### config.mk
export PLATFORM = sky130hd
export DESIGN_NAME = masku_top
export DESIGN_NICKNAME = d
export VERILOG_FILES = /design/src/masku_cfg_pkg.sv /design/src/masku_seq_pkg.sv /design/src/masku_result_if.sv /design/src/masku_top.sv /design/src/masku_result_queue.sv /design/src/masku_issue.sv /design/src/masku_alu.sv /design/src/masku_insn_queue.sv
export SDC_FILE = /design/constraint.sdc
export NUM_CORES = 1
export LEC_CHECK = 0
export BUFFER_PORTS_ARGS = -buffer_cell sky130_fd_sc_hd__buf_2
export CORE_AREA = 8 8 221 223
export DETAILED_ROUTE_END_ITERATION = 10
export DIE_AREA = 0 0 229 231
export PLACE_DENSITY_LB_ADDON = 0.2
export SETUP_SLACK_MARGIN = 0.05
export SYNTH_ARGS = -nofsm -noshare
export SYNTH_HDL_FRONTEND = slang
export SYNTH_SLANG_ARGS = --single-unit
### constraint.sdc
create_clock -name clk_i -period 9.9 [get_ports clk_i]
set_clock_uncertainty 0.1 [all_clocks]
set_input_delay 1.98 -clock clk_i [delete_from_list [all_inputs] [get_ports clk_i]]
set_output_delay 1.98 -clock clk_i [all_outputs]
set_load 0.03 [all_outputs]
### src/masku_cfg_pkg.sv
////////////////////////////////////////////////////////////
// Mask unit configuration
// Datapath sizes and the data, id, length and address types
////////////////////////////////////////////////////////////
`default_nettype none

package masku_cfg_pkg;

  ////////////////////////////////////////////////////////////
  // Sizes
  ////////////////////////////////////////////////////////////

  // Bits per lane per beat, one register-file word
  localparam int unsigned Elen = 64;
  // Beats in one vector register
  localparam int unsigned MaxBeats = 8;
  // Instruction ids known to the sequencer
  localparam int unsigned NrVInsn = 8;

  // Vector length field, enough for 8 beats of 4 lanes
  localparam int unsigned VlenWidth = 12;
  // Destination register index
  localparam int unsigned VdWidth = 5;
  // Beat number inside one vector register
  localparam int unsigned BeatWidth = $clog2(MaxBeats);

  ////////////////////////////////////////////////////////////
  // Types
  ////////////////////////////////////////////////////////////

  typedef logic [Elen-1:0] elen_t;
  typedef logic [$clog2(NrVInsn)-1:0] vid_t;
  typedef logic [VlenWidth-1:0] vlen_t;
  // Word address, vd on top and beat number below
  typedef logic [VdWidth+BeatWidth-1:0] vaddr_t;

endpackage

`default_nettype wire
### src/masku_seq_pkg.sv
////////////////////////////////////////////////////////////
// Sequencer interface formats
// Request and response seen by the mask unit
////////////////////////////////////////////////////////////
`default_nettype none

package masku_seq_pkg;

  // One mask-logical merge instruction
  typedef struct packed {
    // Instruction id, also tags every write-back
    masku_cfg_pkg::vid_t id;
    // Vector length in bits, at least one
    masku_cfg_pkg::vlen_t vl;
    // Destination vector register
    logic [masku_cfg_pkg::VdWidth-1:0] vd;
    // Set when the instruction is unmasked
    logic vm;
  } pe_req_t;

  // Completion report back to the sequencer
  typedef struct packed {
    // One bit per id, pulsed for a single cycle
    logic [masku_cfg_pkg::NrVInsn-1:0] vinsn_done;
  } pe_resp_t;

endpackage

`default_nettype wire

### src/masku_result_if.sv
////////////////////////////////////////////////////////////
// Result beat link from issue stage to result queue
////////////////////////////////////////////////////////////
`timescale 1ns/100ps
`default_nettype none

interface masku_result_if #(
  parameter int unsigned NrLanes = 2
);
  import masku_cfg_pkg::*;

  // Beat offered, independent of ready
  logic valid;
  // Queue has a free entry
  logic ready;

  // Merged word per lane
  elen_t [NrLanes-1:0] wdata;
  // Same address and id go to every lane
  vaddr_t addr;
  vid_t id;

  // Producer side
  modport issue (output valid, wdata, addr, id, input ready);

  // Consumer side
  modport queue (input valid, wdata, addr, id, output ready);

endinterface

`default_nettype wire

### src/masku_top.sv
////////////////////////////////////////////////////////////
// Mask unit top level
// Merges lane results under vl and mask into the VRF
////////////////////////////////////////////////////////////
`timescale 1ns/100ps
`default_nettype none

module masku_top #(
  parameter int unsigned NrLanes          = 2,
  parameter int unsigned ResultQueueDepth = 2
) (
  input  logic                                   clk_i,
  input  logic                                   rst_ni,
  // Sequencer
  input  masku_seq_pkg::pe_req_t                 pe_req_i,
  input  logic                                   pe_req_valid_i,
  output logic                                   pe_req_ready_o,
  input  logic [masku_cfg_pkg::NrVInsn-1:0]      pe_vinsn_running_i,
  output masku_seq_pkg::pe_resp_t                pe_resp_o,
  // Operand a
  input  masku_cfg_pkg::elen_t [NrLanes-1:0]     operand_a_i,
  input  logic [NrLanes-1:0]                     operand_a_valid_i,
  output logic [NrLanes-1:0]                     operand_a_ready_o,
  // Operand b
  input  masku_cfg_pkg::elen_t [NrLanes-1:0]     operand_b_i,
  input  logic [NrLanes-1:0]                     operand_b_valid_i,
  output logic [NrLanes-1:0]                     operand_b_ready_o,
  // Operand m
  input  masku_cfg_pkg::elen_t [NrLanes-1:0]     operand_m_i,
  input  logic [NrLanes-1:0]                     operand_m_valid_i,
  output logic [NrLanes-1:0]                     operand_m_ready_o,
  // Lane write-back
  output logic [NrLanes-1:0]                     result_req_o,
  output masku_cfg_pkg::vid_t [NrLanes-1:0]      result_id_o,
  output masku_cfg_pkg::vaddr_t [NrLanes-1:0]    result_addr_o,
  output masku_cfg_pkg::elen_t [NrLanes-1:0]     result_wdata_o,
  input  logic [NrLanes-1:0]                     result_gnt_i
);
  import masku_seq_pkg::*;

  pe_req_t insn;
  logic    insn_valid;
  logic    issue_done;
  logic    beat_retired;

  masku_result_if #(.NrLanes(NrLanes)) u_res_if ();

  masku_insn_queue #(
    .NrLanes (NrLanes)
  ) u_insn_queue (
    .clk_i,
    .rst_ni,
    .pe_req_i,
    .pe_req_valid_i,
    .pe_vinsn_running_i,
    .pe_req_ready_o,
    .insn_o         (insn),
    .insn_valid_o   (insn_valid),
    .issue_done_i   (issue_done),
    .beat_retired_i (beat_retired),
    .pe_resp_o
  );

  masku_issue #(
    .NrLanes (NrLanes)
  ) u_issue (
    .clk_i,
    .rst_ni,
    .insn_i       (insn),
    .insn_valid_i (insn_valid),
    .operand_a_i,
    .operand_a_valid_i,
    .operand_a_ready_o,
    .operand_b_i,
    .operand_b_valid_i,
    .operand_b_ready_o,
    .operand_m_i,
    .operand_m_valid_i,
    .operand_m_ready_o,
    .issue_done_o (issue_done),
    .res          (u_res_if.issue)
  );

  masku_result_queue #(
    .NrLanes          (NrLanes),
    .ResultQueueDepth (ResultQueueDepth)
  ) u_result_queue (
    .clk_i,
    .rst_ni,
    .res            (u_res_if.queue),
    .result_req_o,
    .result_id_o,
    .result_addr_o,
    .result_wdata_o,
    .result_gnt_i,
    .beat_retired_o (beat_retired)
  );

endmodule

`default_nettype wire

### src/masku_result_queue.sv
////////////////////////////////////////////////////////////
// Mask unit result queue
// Buffers merged beats and writes them back per lane
////////////////////////////////////////////////////////////
`timescale 1ns/100ps
`default_nettype none

module masku_result_queue #(
  parameter int unsigned NrLanes          = 2,
  parameter int unsigned ResultQueueDepth = 2
) (
  input  logic                                   clk_i,
  input  logic                                   rst_ni,
  masku_result_if.queue                          res,
  // Register-file write ports, one per lane
  output logic [NrLanes-1:0]                     result_req_o,
  output masku_cfg_pkg::vid_t [NrLanes-1:0]      result_id_o,
  output masku_cfg_pkg::vaddr_t [NrLanes-1:0]    result_addr_o,
  output masku_cfg_pkg::elen_t [NrLanes-1:0]     result_wdata_o,
  input  logic [NrLanes-1:0]                     result_gnt_i,
  output logic                                   beat_retired_o
);
  import masku_cfg_pkg::*;

  localparam int unsigned PtrWidth = (ResultQueueDepth > 1) ? $clog2(ResultQueueDepth) : 1;
  localparam int unsigned CntWidth = $clog2(ResultQueueDepth + 1);

  ////////////////////////////////////////////////////////////
  // Storage
  ////////////////////////////////////////////////////////////

  elen_t [ResultQueueDepth-1:0][NrLanes-1:0] wdata_q;
  vaddr_t [ResultQueueDepth-1:0]             addr_q;
  vid_t [ResultQueueDepth-1:0]               id_q;
  // Lanes still waiting for their grant
  logic [ResultQueueDepth-1:0][NrLanes-1:0]  pending_q;
  logic [PtrWidth-1:0]                       wr_ptr_q;
  logic [PtrWidth-1:0]                       rd_ptr_q;
  logic [CntWidth-1:0]                       cnt_q;
  logic                                      push;
  logic                                      pop;

  function automatic logic [PtrWidth-1:0] next_ptr(logic [PtrWidth-1:0] ptr);
    if (ptr == PtrWidth'(ResultQueueDepth - 1)) begin
      return '0;
    end
    return ptr + 1'b1;
  endfunction

  // Full queue stalls the issue stage
  assign res.ready = (cnt_q != CntWidth'(ResultQueueDepth));
  assign push      = res.valid && res.ready;

  // Head retires once every lane has been granted
  assign pop            = (cnt_q != '0) && (pending_q[rd_ptr_q] == '0);
  assign beat_retired_o = pop;

  ////////////////////////////////////////////////////////////
  // Write-back
  ////////////////////////////////////////////////////////////

  // Free entries never hold pending bits
  for (genvar lane = 0; lane < NrLanes; lane++) begin : gen_lane
    assign result_req_o[lane]   = pending_q[rd_ptr_q][lane];
    assign result_id_o[lane]    = id_q[rd_ptr_q];
    assign result_addr_o[lane]  = addr_q[rd_ptr_q];
    assign result_wdata_o[lane] = wdata_q[rd_ptr_q][lane];
  end

  always_ff @(posedge clk_i or negedge rst_ni) begin
    if (!rst_ni) begin
      pending_q <= '0;
      wr_ptr_q  <= '0;
      rd_ptr_q  <= '0;
      cnt_q     <= '0;
    end else begin
      // Granted lanes drop their request
      for (int lane = 0; lane < NrLanes; lane++) begin
        if (result_req_o[lane] && result_gnt_i[lane]) begin
          pending_q[rd_ptr_q][lane] <= 1'b0;
        end
      end
      // New entry requests on all lanes
      if (push) begin
        pending_q[wr_ptr_q] <= '1;
        wr_ptr_q            <= next_ptr(wr_ptr_q);
      end
      if (pop) begin
        rd_ptr_q <= next_ptr(rd_ptr_q);
      end
      cnt_q <= cnt_q + CntWidth'(push) - CntWidth'(pop);
    end
  end

  // Payload
  always_ff @(posedge clk_i) begin
    if (push) begin
      wdata_q[wr_ptr_q] <= res.wdata;
      addr_q[wr_ptr_q]  <= res.addr;
      id_q[wr_ptr_q]    <= res.id;
    end
  end

endmodule

`default_nettype wire

### src/masku_issue.sv
////////////////////////////////////////////////////////////
// Mask unit issue stage
// Beat sequencing, operand handshakes, result payload
////////////////////////////////////////////////////////////
`timescale 1ns/100ps
`default_nettype none

module masku_issue #(
  parameter int unsigned NrLanes = 2
) (
  input  logic                                   clk_i,
  input  logic                                   rst_ni,
  // Held instruction
  input  masku_seq_pkg::pe_req_t                 insn_i,
  input  logic                                   insn_valid_i,
  // Operand a, lane ALU result
  input  masku_cfg_pkg::elen_t [NrLanes-1:0]     operand_a_i,
  input  logic [NrLanes-1:0]                     operand_a_valid_i,
  output logic [NrLanes-1:0]                     operand_a_ready_o,
  // Operand b, old destination value
  input  masku_cfg_pkg::elen_t [NrLanes-1:0]     operand_b_i,
  input  logic [NrLanes-1:0]                     operand_b_valid_i,
  output logic [NrLanes-1:0]                     operand_b_ready_o,
  // Operand m, mask
  input  masku_cfg_pkg::elen_t [NrLanes-1:0]     operand_m_i,
  input  logic [NrLanes-1:0]                     operand_m_valid_i,
  output logic [NrLanes-1:0]                     operand_m_ready_o,
  output logic                                   issue_done_o,
  masku_result_if.issue                          res
);
  import masku_cfg_pkg::*;

  localparam int unsigned BeatBits = NrLanes * Elen;

  logic [BeatWidth-1:0] beat_q;
  // Final beat sent, wait for the next instruction
  logic                 issued_q;
  logic                 operands_valid;
  logic                 fire;
  logic                 last_beat;
  logic [VlenWidth:0]   next_first;

  // Mask lanes only matter for masked instructions
  assign operands_valid = (&operand_a_valid_i) && (&operand_b_valid_i) &&
                          (insn_i.vm || (&operand_m_valid_i));

  assign res.valid = insn_valid_i && !issued_q && operands_valid;
  assign fire      = res.valid && res.ready;

  // Beat is the last one once the next beat would start at or past vl
  assign next_first = (VlenWidth+1)'(beat_q) * (VlenWidth+1)'(BeatBits) +
                      (VlenWidth+1)'(BeatBits);
  assign last_beat    = next_first >= {1'b0, insn_i.vl};
  assign issue_done_o = fire && last_beat;

  // Consume all lanes together
  assign operand_a_ready_o = {NrLanes{fire}};
  assign operand_b_ready_o = {NrLanes{fire}};
  assign operand_m_ready_o = {NrLanes{fire && !insn_i.vm}};

  // Payload fields
  assign res.addr = {insn_i.vd, beat_q};
  assign res.id   = insn_i.id;

  masku_alu #(
    .NrLanes (NrLanes)
  ) u_alu (
    .beat_i   (beat_q),
    .vl_i     (insn_i.vl),
    .vm_i     (insn_i.vm),
    .a_i      (operand_a_i),
    .b_i      (operand_b_i),
    .m_i      (operand_m_i),
    .result_o (res.wdata)
  );

  always_ff @(posedge clk_i or negedge rst_ni) begin
    if (!rst_ni) begin
      beat_q   <= '0;
      issued_q <= 1'b0;
    end else begin
      if (fire) begin
        beat_q <= last_beat ? '0 : beat_q + 1'b1;
      end
      // Slot empties between instructions, which rearms issue
      if (issue_done_o) begin
        issued_q <= 1'b1;
      end else if (!insn_valid_i) begin
        issued_q <= 1'b0;
      end
    end
  end

endmodule

`default_nettype wire

### src/masku_alu.sv
////////////////////////////////////////////////////////////
// Mask merge ALU
// Tail enable from vl, optional mask, bitwise a/b select
////////////////////////////////////////////////////////////
`timescale 1ns/100ps
`default_nettype none

module masku_alu #(
  parameter int unsigned NrLanes = 2
) (
  input  logic [masku_cfg_pkg::BeatWidth-1:0]    beat_i,
  input  masku_cfg_pkg::vlen_t                   vl_i,
  input  logic                                   vm_i,
  input  masku_cfg_pkg::elen_t [NrLanes-1:0]     a_i,
  input  masku_cfg_pkg::elen_t [NrLanes-1:0]     b_i,
  input  masku_cfg_pkg::elen_t [NrLanes-1:0]     m_i,
  output masku_cfg_pkg::elen_t [NrLanes-1:0]     result_o
);
  import masku_cfg_pkg::*;

  localparam int unsigned BeatBits = NrLanes * Elen;

  // Element index of bit 0 of lane 0 in this beat
  logic [VlenWidth:0]  first_elem;
  logic [VlenWidth:0]  remaining;
  logic [BeatBits-1:0] tail_en;
  logic [BeatBits-1:0] bit_en;

  assign first_elem = (VlenWidth+1)'(beat_i) * (VlenWidth+1)'(BeatBits);
  assign remaining  = {1'b0, vl_i} - first_elem;

  // Bits below vl are body, the rest is tail
  always_comb begin
    if ({1'b0, vl_i} <= first_elem) begin
      tail_en = '0;
    end else if (remaining >= BeatBits) begin
      tail_en = '1;
    end else begin
      tail_en = (BeatBits'(1) << remaining) - 1'b1;
    end
  end

  // Lanes hold consecutive bits, so the flat view lines up with m
  assign bit_en = vm_i ? tail_en : (tail_en & m_i);

  // New value where enabled, old destination elsewhere
  assign result_o = (a_i & bit_en) | (b_i & ~bit_en);

endmodule

`default_nettype wire

### src/masku_insn_queue.sv
////////////////////////////////////////////////////////////
// Mask unit instruction slot
// Accepts requests, counts committed beats, reports done
////////////////////////////////////////////////////////////
`timescale 1ns/100ps
`default_nettype none

module masku_insn_queue #(
  parameter int unsigned NrLanes = 2
) (
  input  logic                                   clk_i,
  input  logic                                   rst_ni,
  // Sequencer side
  input  masku_seq_pkg::pe_req_t                 pe_req_i,
  input  logic                                   pe_req_valid_i,
  input  logic [masku_cfg_pkg::NrVInsn-1:0]      pe_vinsn_running_i,
  output logic                                   pe_req_ready_o,
  // Held instruction toward the issue stage
  output masku_seq_pkg::pe_req_t                 insn_o,
  output logic                                   insn_valid_o,
  // Progress from issue stage and result queue
  input  logic                                   issue_done_i,
  input  logic                                   beat_retired_i,
  output masku_seq_pkg::pe_resp_t                pe_resp_o
);
  import masku_cfg_pkg::*;
  import masku_seq_pkg::*;

  localparam int unsigned BeatBits = NrLanes * Elen;
  localparam int unsigned CntWidth = $clog2(MaxBeats + 1);

  pe_req_t             insn_q;
  logic                valid_q;
  // All beats of the held instruction have been issued
  logic                issued_q;
  logic [NrVInsn-1:0]  running_q;
  // Beats still waiting for write-back
  logic [CntWidth-1:0] commit_cnt_q;
  logic [CntWidth-1:0] nr_beats;
  logic [VlenWidth:0]  vl_round;
  logic                accept;
  logic                commit_done;

  // Single slot, and no reuse of an id the sequencer still tracks
  assign pe_req_ready_o = !valid_q && !running_q[pe_req_i.id];
  assign accept         = pe_req_valid_i && pe_req_ready_o;

  // Beat count is ceil(vl / beat width)
  assign vl_round = {1'b0, pe_req_i.vl} + (VlenWidth+1)'(BeatBits - 1);
  assign nr_beats = CntWidth'(vl_round / BeatBits);

  // Last outstanding beat retires
  assign commit_done = valid_q && issued_q && beat_retired_i &&
                       (commit_cnt_q == CntWidth'(1));

  assign insn_o       = insn_q;
  assign insn_valid_o = valid_q;

  always_ff @(posedge clk_i or negedge rst_ni) begin
    if (!rst_ni) begin
      valid_q      <= 1'b0;
      issued_q     <= 1'b0;
      running_q    <= '0;
      commit_cnt_q <= '0;
      pe_resp_o    <= '0;
    end else begin
      // Sequencer drops ids once it is done with them
      running_q <= running_q & pe_vinsn_running_i;
      pe_resp_o <= '0;
      if (accept) begin
        valid_q                  <= 1'b1;
        issued_q                 <= 1'b0;
        commit_cnt_q             <= nr_beats;
        running_q[pe_req_i.id]   <= 1'b1;
      end else begin
        if (issue_done_i) begin
          issued_q <= 1'b1;
        end
        if (beat_retired_i && valid_q) begin
          commit_cnt_q <= commit_cnt_q - 1'b1;
        end
        // Free the slot and report the id
        if (commit_done) begin
          valid_q                          <= 1'b0;
          pe_resp_o.vinsn_done[insn_q.id]  <= 1'b1;
        end
      end
    end
  end

  // Instruction fields
  always_ff @(posedge clk_i) begin
    if (accept) begin
      insn_q <= pe_req_i;
    end
  end

endmodule

`default_nettype wire

### Word level (Yosys, flattened, before mapping)

Cells that the tools add are included.

| word-level totals | value |
|---|---|
| flip-flop bits (word level) | 333 |
| word-level logic and storage cells | 149 |
| output and inout bits | 167 |
| input port bits | 424 |

| operators by class | value |
|---|---|
| multiplexer cells | 55 |
| equality and inequality tests | 3 |
| order comparisons | 11 |
| bitwise gates (word level) | 12 |
| reductions and logical operators | 33 |
| shift operators | 1 |
| add/subtract/negate cells | 10 |

Operators with widths:

| operator | number |
|---|---|
| $mux W128 | 6 |
| $and A128 B128 Y128 | 3 |
| $bwmux W256 | 1 |
| $demux W128 S1 | 1 |
| $not A128 Y128 | 1 |
| $or A128 B128 Y128 | 1 |
| $shl A1 B13 Y128 const A | 1 |
| $sub A128 B1 Y128 const B | 1 |
| $mux W8 | 6 |
| $logic_and A1 B1 Y1 | 20 |
| $mux W4 | 5 |
| $mux W1 | 18 |
| $bwmux W16 | 1 |
| $ge A13 B12 Y1 | 1 |
| $ge A13 B8 Y1 const B | 1 |
| $sub A12 B10 Y13 | 1 |
| $le A12 B10 Y1 | 1 |
| $mux W3 | 4 |
| $add A10 B8 Y11 const B | 1 |
| $add A11 B7 Y11 const B | 1 |
| $and A4 B4 Y4 | 2 |
| $and A8 B8 Y8 | 1 |
| $demux W8 S1 | 1 |
| $lt A3 B4 Y1 const B | 2 |
| 24 further kinds | 44 |

### Depth between registers and ports, before layout

| depth | value |
|---|---|
| word-level depth | 11 |
| gate-level depth with buffers | 20 |

### Hierarchy

A second synthesis with hierarchy kept.

| second synthesis, totals | value |
|---|---|
| cells, all modules | 1584 |
| area total of the unflattened synthesis | 19158.4 µm² |

Modules (own cells, without submodules):

| module | seq. area each (µm²) | area each (µm²) | cells an instance | times used |
|---|---|---|---|---|
| masku_result_queue | 8548.2 | 10493.8 | 490 | 1 |
| masku_alu | 0.0 | 6399.9 | 917 | 1 |
| masku_insn_queue | 1181.1 | 1752.9 | 123 | 1 |
| masku_issue | 100.1 | 511.7 | 54 | 1 |

### Least setup slack after synthesis

OpenSTA, ideal clock, no wires.

| timing path | value |
|---|---|
| path type | input port to flip-flop |
| start | input port operand_b_valid_i[0] |
| end | register u_result_queue.addr_q[10] (netlist name) (enable) |
| data arrival time | 5522 ps |
| stages on the path | 5 |
| data required time | 9309 ps |
| slack | 3787 ps |
| path buffers | 1 |
| cells stage by stage | nand4_1 nor3_1 clkbuf_1 nand2_1 inv_1 |

| between the ends | value |
|---|---|
| cells in the longest elaborated chain, start to end | 5 |

RTL lines:

| item | line | RTL |
|---|---|---|
| start: declaration | masku_top.sv:26 | `input logic [NrLanes-1:0] operand_b_valid_i,` |
| $reduce_and A2 Y1 | masku_issue.sv:44 | `assign operands_valid = (&operand_a_valid_i) && (&operand_b_valid_i) &&` |
| $logic_and A1 B1 Y1 (2 in a row) | masku_issue.sv:44 |  |
| $logic_and A1 B1 Y1 | masku_issue.sv:47 | `assign res.valid = insn_valid_i && !issued_q && operands_valid;` |
| $logic_and A1 B1 Y1 | n/a |  |
| via u_issue.fire | masku_issue.sv:39 | `logic fire;` |
| end signal: indexed assignment | masku_result_queue.sv:99 | `addr_q[wr_ptr_q] <= res.addr;` |
| end: declaration | masku_result_queue.sv:33 | `vaddr_t [ResultQueueDepth-1:0] addr_q;` |

The timed path passes the listed nets, and every way through them passes these cells.
A chain may end at the register's enable or synchronous reset.

### Worst setup path after layout

| timing path | value |
|---|---|
| start | register u_issue.beat_q[0] |
| end | register u_result_queue.wdata_q[72] (netlist name) (data pin) |

| between the ends | value |
|---|---|
| cells in the longest elaborated chain, start to end | 11 |
| elaborated cells on any way between the ends | 14 |
| classes of those cells | add/sub: 2; order compare: 2; shift: 1; mux: 4; bitwise: 5 |

RTL lines:

| item | line | RTL |
|---|---|---|
| start: declaration | masku_issue.sv:35 | `logic [BeatWidth-1:0] beat_q;` |
| start signal: assignment | masku_issue.sv:83 | `beat_q <= last_beat ? '0 : beat_q + 1'b1;` |
| $sub A12 B10 Y13 | masku_alu.sv:30 | `assign remaining = {1'b0, vl_i} - first_elem;` |
| $shl A1 B13 Y128 | masku_alu.sv:39 | `tail_en = (BeatBits'(1) << remaining) - 1'b1;` |
| $sub A128 B1 Y128 | masku_alu.sv:39 |  |
| $mux W128 | masku_alu.sv:36 | `end else if (remaining >= BeatBits) begin` |
| $mux W128 * | masku_alu.sv:34 | `if ({1'b0, vl_i} <= first_elem) begin` |
| $and A128 B128 Y128 | masku_alu.sv:44 | `assign bit_en = vm_i ? tail_en : (tail_en & m_i);` |
| $mux W128 * | masku_alu.sv:44 |  |
| $not A128 Y128 | masku_alu.sv:47 | `assign result_o = (a_i & bit_en) \| (b_i & ~bit_en);` |
| $and A128 B128 Y128 | masku_alu.sv:47 |  |
| $or A128 B128 Y128 * | masku_alu.sv:47 |  |
| via u_issue.res.wdata[72] | masku_result_if.sv:24 | `modport issue (output valid, wdata, addr, id, input ready);` |
| $bwmux W256 * | masku_result_queue.sv:98 | `wdata_q[wr_ptr_q] <= res.wdata;` |
| end signal: indexed assignment | masku_result_queue.sv:98 |  |
| end: declaration | masku_result_queue.sv:32 | `elen_t [ResultQueueDepth-1:0][NrLanes-1:0] wdata_q;` |

The timed path passes the listed nets; every way through them passes the cells marked *.

==> flow_metrics.env <==
export IMPL_synth_avg_cell_area_sq_um=12.0
export IMPL_antenna_found_initial=17
export IMPL_place_gp_congestion=0.970
export IMPL_vias=16400
export IMPL_wl_per_cell_um=29.8
export IMPL_whs_path_depth=0
export IMPL_dp_hpwl_um=61300
export IMPL_io_buffers=590
export IMPL_yosysWarnings=0
export IMPL_slew_headroom_pct=17.7
export IMPL_ff2ff_setup_slack_ps=4380
export IMPL_yosysTopAreaCell="edfxtp_1"
export IMPL_finalMaxSlewViolations=0
export IMPL_fin_crit_ps=5520
export IMPL_min_from="u_insn_queue.insn_o[2]$_DFFE_PP_"
export IMPL_r2r_cells=16
export IMPL_routed_wl_um=81700
export IMPL_synth_edff_count=299
export IMPL_ir_drop_v=0.000162
export IMPL_rsz0062_at_grt="false"
export IMPL_cts_buffer_depth=3
export IMPL_drc_errors=0
export IMPL_syn2layout_area_growth_pct=24.9
export IMPL_synth_most_common_cell="edfxtp_1"
export IMPL_synthCells=1566
export IMPL_synth_top_family_by_area="multiplexers"
export IMPL_via_per_inst=5.98
export IMPL_setup_worst_path_start="u_issue.beat_q[0]$_DFFE_PN0P_"
export IMPL_synth_top_area_share_pct=47.7
export IMPL_ctsResizeCount=0
export IMPL_synthAdderAreaFrac_pct=0.971
export IMPL_grt_max_degree=75
export IMPL_p_leak_nw=9.00
export IMPL_grt_usage_pct=29.2
export IMPL_grt_pass1_wl_um=116000
export IMPL_tns_ps=0
export IMPL_netlist_top_cells_area="edfxtp_1, mux2_2, dfrtp_1, o221ai_1, o21ai_0"
export IMPL_cap_violations=0
export IMPL_synthMuxAreaShare_pct=16.8
export IMPL_drt_iter0_markers=1738
export IMPL_setup_viol=0
export IMPL_synth_xor_area_share_pct=1.96
export IMPL_cts_max_level=2
export IMPL_firstDrtPassIters=5
export IMPL_root_buffer="clkbuf_16"
export IMPL_drt_antenna_violating_nets=0
export IMPL_max_freq_mhz=181
export IMPL_crit_type="flop to flop"
export IMPL_clkTransAtPathRegs_ps=60
export IMPL_nets=2545
export IMPL_synthDistinctLibCells=94
export IMPL_status="finished, final reports clean"
export IMPL_ys_ff_latch=333
export IMPL_worst_pin_slew_ps=1230
export IMPL_cp_data_arrival_time_ps=5710
export IMPL_crit_end="u_result_queue.wdata_q[72]$_DFFE_PP_"
export IMPL_overflow=0
export IMPL_fillers=4094
export IMPL_row_count=78
export IMPL_ys_flop_type="edfxtp_1"
export IMPL_cts_sinks=333
export IMPL_crit_path_max_fanout=20
export IMPL_hp_class="flop to flop"
export IMPL_r2r_end="u_result_queue.wdata_q[72]$_DFFE_PP_"
export IMPL_crit_path_start_kind="flop"
export IMPL_p_total_mw=5.43
export IMPL_ios=591
export IMPL_powerDensity_nw_per_um2=231
export IMPL_hold_buffers=0
export IMPL_numCtsBuffers=36
export IMPL_cp_end_kind="flop"
export IMPL_start_util_pct=41.7
export IMPL_core_area_sq_um=45100
export IMPL_cp_required_ps=10090
export IMPL_clk_latency_ps=550
export IMPL_synth_fp_nets=2004
export IMPL_seq_area_frac_synth_pct=52.3
export IMPL_synth_area_sq_um=18800
export IMPL_dieArea_sq_um=52900
export IMPL_synth_compound_area_share_pct=14.3
export IMPL_post_cts_buffers=0
export IMPL_drive_gt1_share_pct=47.1
export IMPL_die_w_um=229
export IMPL_chipHeight_um=231
export IMPL_hold_violations=0
export IMPL_period_share_pct=55.8
export IMPL_netlist_top_cells_count="edfxtp_1, mux2_2, nor2_1"
export IMPL_yosys_area_share_simple_pct=10.0
export IMPL_grt_pass1_vias=16900
export IMPL_cts_tree="done"
export IMPL_async_flop_share_pct=10.2
export IMPL_timing_rr_start="u_issue.beat_q[0]$_DFFE_PN0P_"
[critical path, cell delays in order, from the launching register on]
cell      delay [ps]
dfrtp_1          420
ha_1             230
fa_1             500
nor4bb_1         380
a21oi_2           40
buf_4            250
nor3_2           440
nand3_1          150
ha_1             410
buf_4            280
clkinv_1         240
a211oi_1         100
and2_1           270
nor4_1           660
o21ai_0          270
o211ai_1         160
mux2_2           360
[cell type report]
cell class                 instances  area [sq um]  area share [%]
timing repair buffer             635          3290            14.0
clock buffer                      49          1000            4.26
inverter                          22          92.6           0.394
multi-input combinational       1079          8340            35.5
sequential                       333          9830            41.9
clock inverter                    12           135           0.575
tap                              600           751            3.20
antenna                           17          42.5           0.181
[cells by family (layout without fill, tap and decap cells)]
logic type	count (synthesis)	count (layout)
adders and majority gates	14	14
other	0	17
AOI/OAI and AO/OA	377	377
muxes	279	279
buffers and inverters	154	718
DFF	333	333
xor gates and xnor gates	42	42
and+or+nand+nor	367	367
[cell usage in the layout, fill, tap and decap left out, drive strengths merged, types with 34 or more instances in the layout]
cell and instances:
edfxtp 299, clkbuf 49, nand2 94, o221ai 68, dfrtp 34, nor2 103, mux2 269, nor3 43
a21oi 61, buf 635, o21ai 86
[power by group]
part           switching (mW)  internal (mW)  leakage (nW)  total (mW)
clock                   0.545          0.785         0.559        1.33
sequential             0.0632           1.67          3.14        1.73
combinational            1.54          0.835          5.30        2.37
total                    2.14           3.29          9.00        5.43
[how the worst min path moves through the flow]
stage | endpoint | slack, ps
2_1_floorplan | u_result_queue.addr_q[11]$_DFFE_PP_ | 320
3_3_place_gp | u_result_queue.addr_q[6]$_DFFE_PP_ | 320
3_5_place_dp | u_result_queue.addr_q[12]$_DFFE_PP_ | 330
4_1_cts | u_result_queue.addr_q[4]$_DFFE_PP_ | 340
5_1_grt | u_result_queue.addr_q[4]$_DFFE_PP_ | 350
6_report | u_result_queue.addr_q[4]$_DFFE_PP_ | 340
[stage by stage]
| step | util, % | hold WS, ps | instance area, sq um | setup WS, ps | cells |
|---|---|---|---|---|---|
| after global routing | 52.0 | 347 | 23500 | 4080 | 2740 |
| after CTS | 52.0 | 343 | 23400 | 4430 | 2730 |
| after global placement | 49.5 | 324 | 22300 | 4450 | 2669 |
| after detailed placement | 49.5 | 329 | 22300 | 4440 | 2669 |
| after floorplan | - | 321 | 18800 | 3790 | 1566 |
| final | 52.1 | 343 | 23500 | 4380 | 2747 |
[registers in the layout, indices dropped and copies added, names as in the netlist, 4 cells and up]
register                   cells
u_insn_queue.pe_resp_o         8
u_insn_queue.insn_o           21
u_insn_queue.running_q         8
u_result_queue.id_q            6
u_result_queue.pending_q       4
u_result_queue.addr_q         16
u_result_queue.wdata_q       256
u_insn_queue.commit_cnt_q      4
[per-layer routing]
layer / global-route usage (%) / share of wire (%)
met2: 49.8 / 49
met4: 9.62 / 3.1
met1: 35.6 / 39
met5: 0 / 0.058
met3: 7.80 / 8.6
No activity file was read; power rests on OpenSTA's default activity.
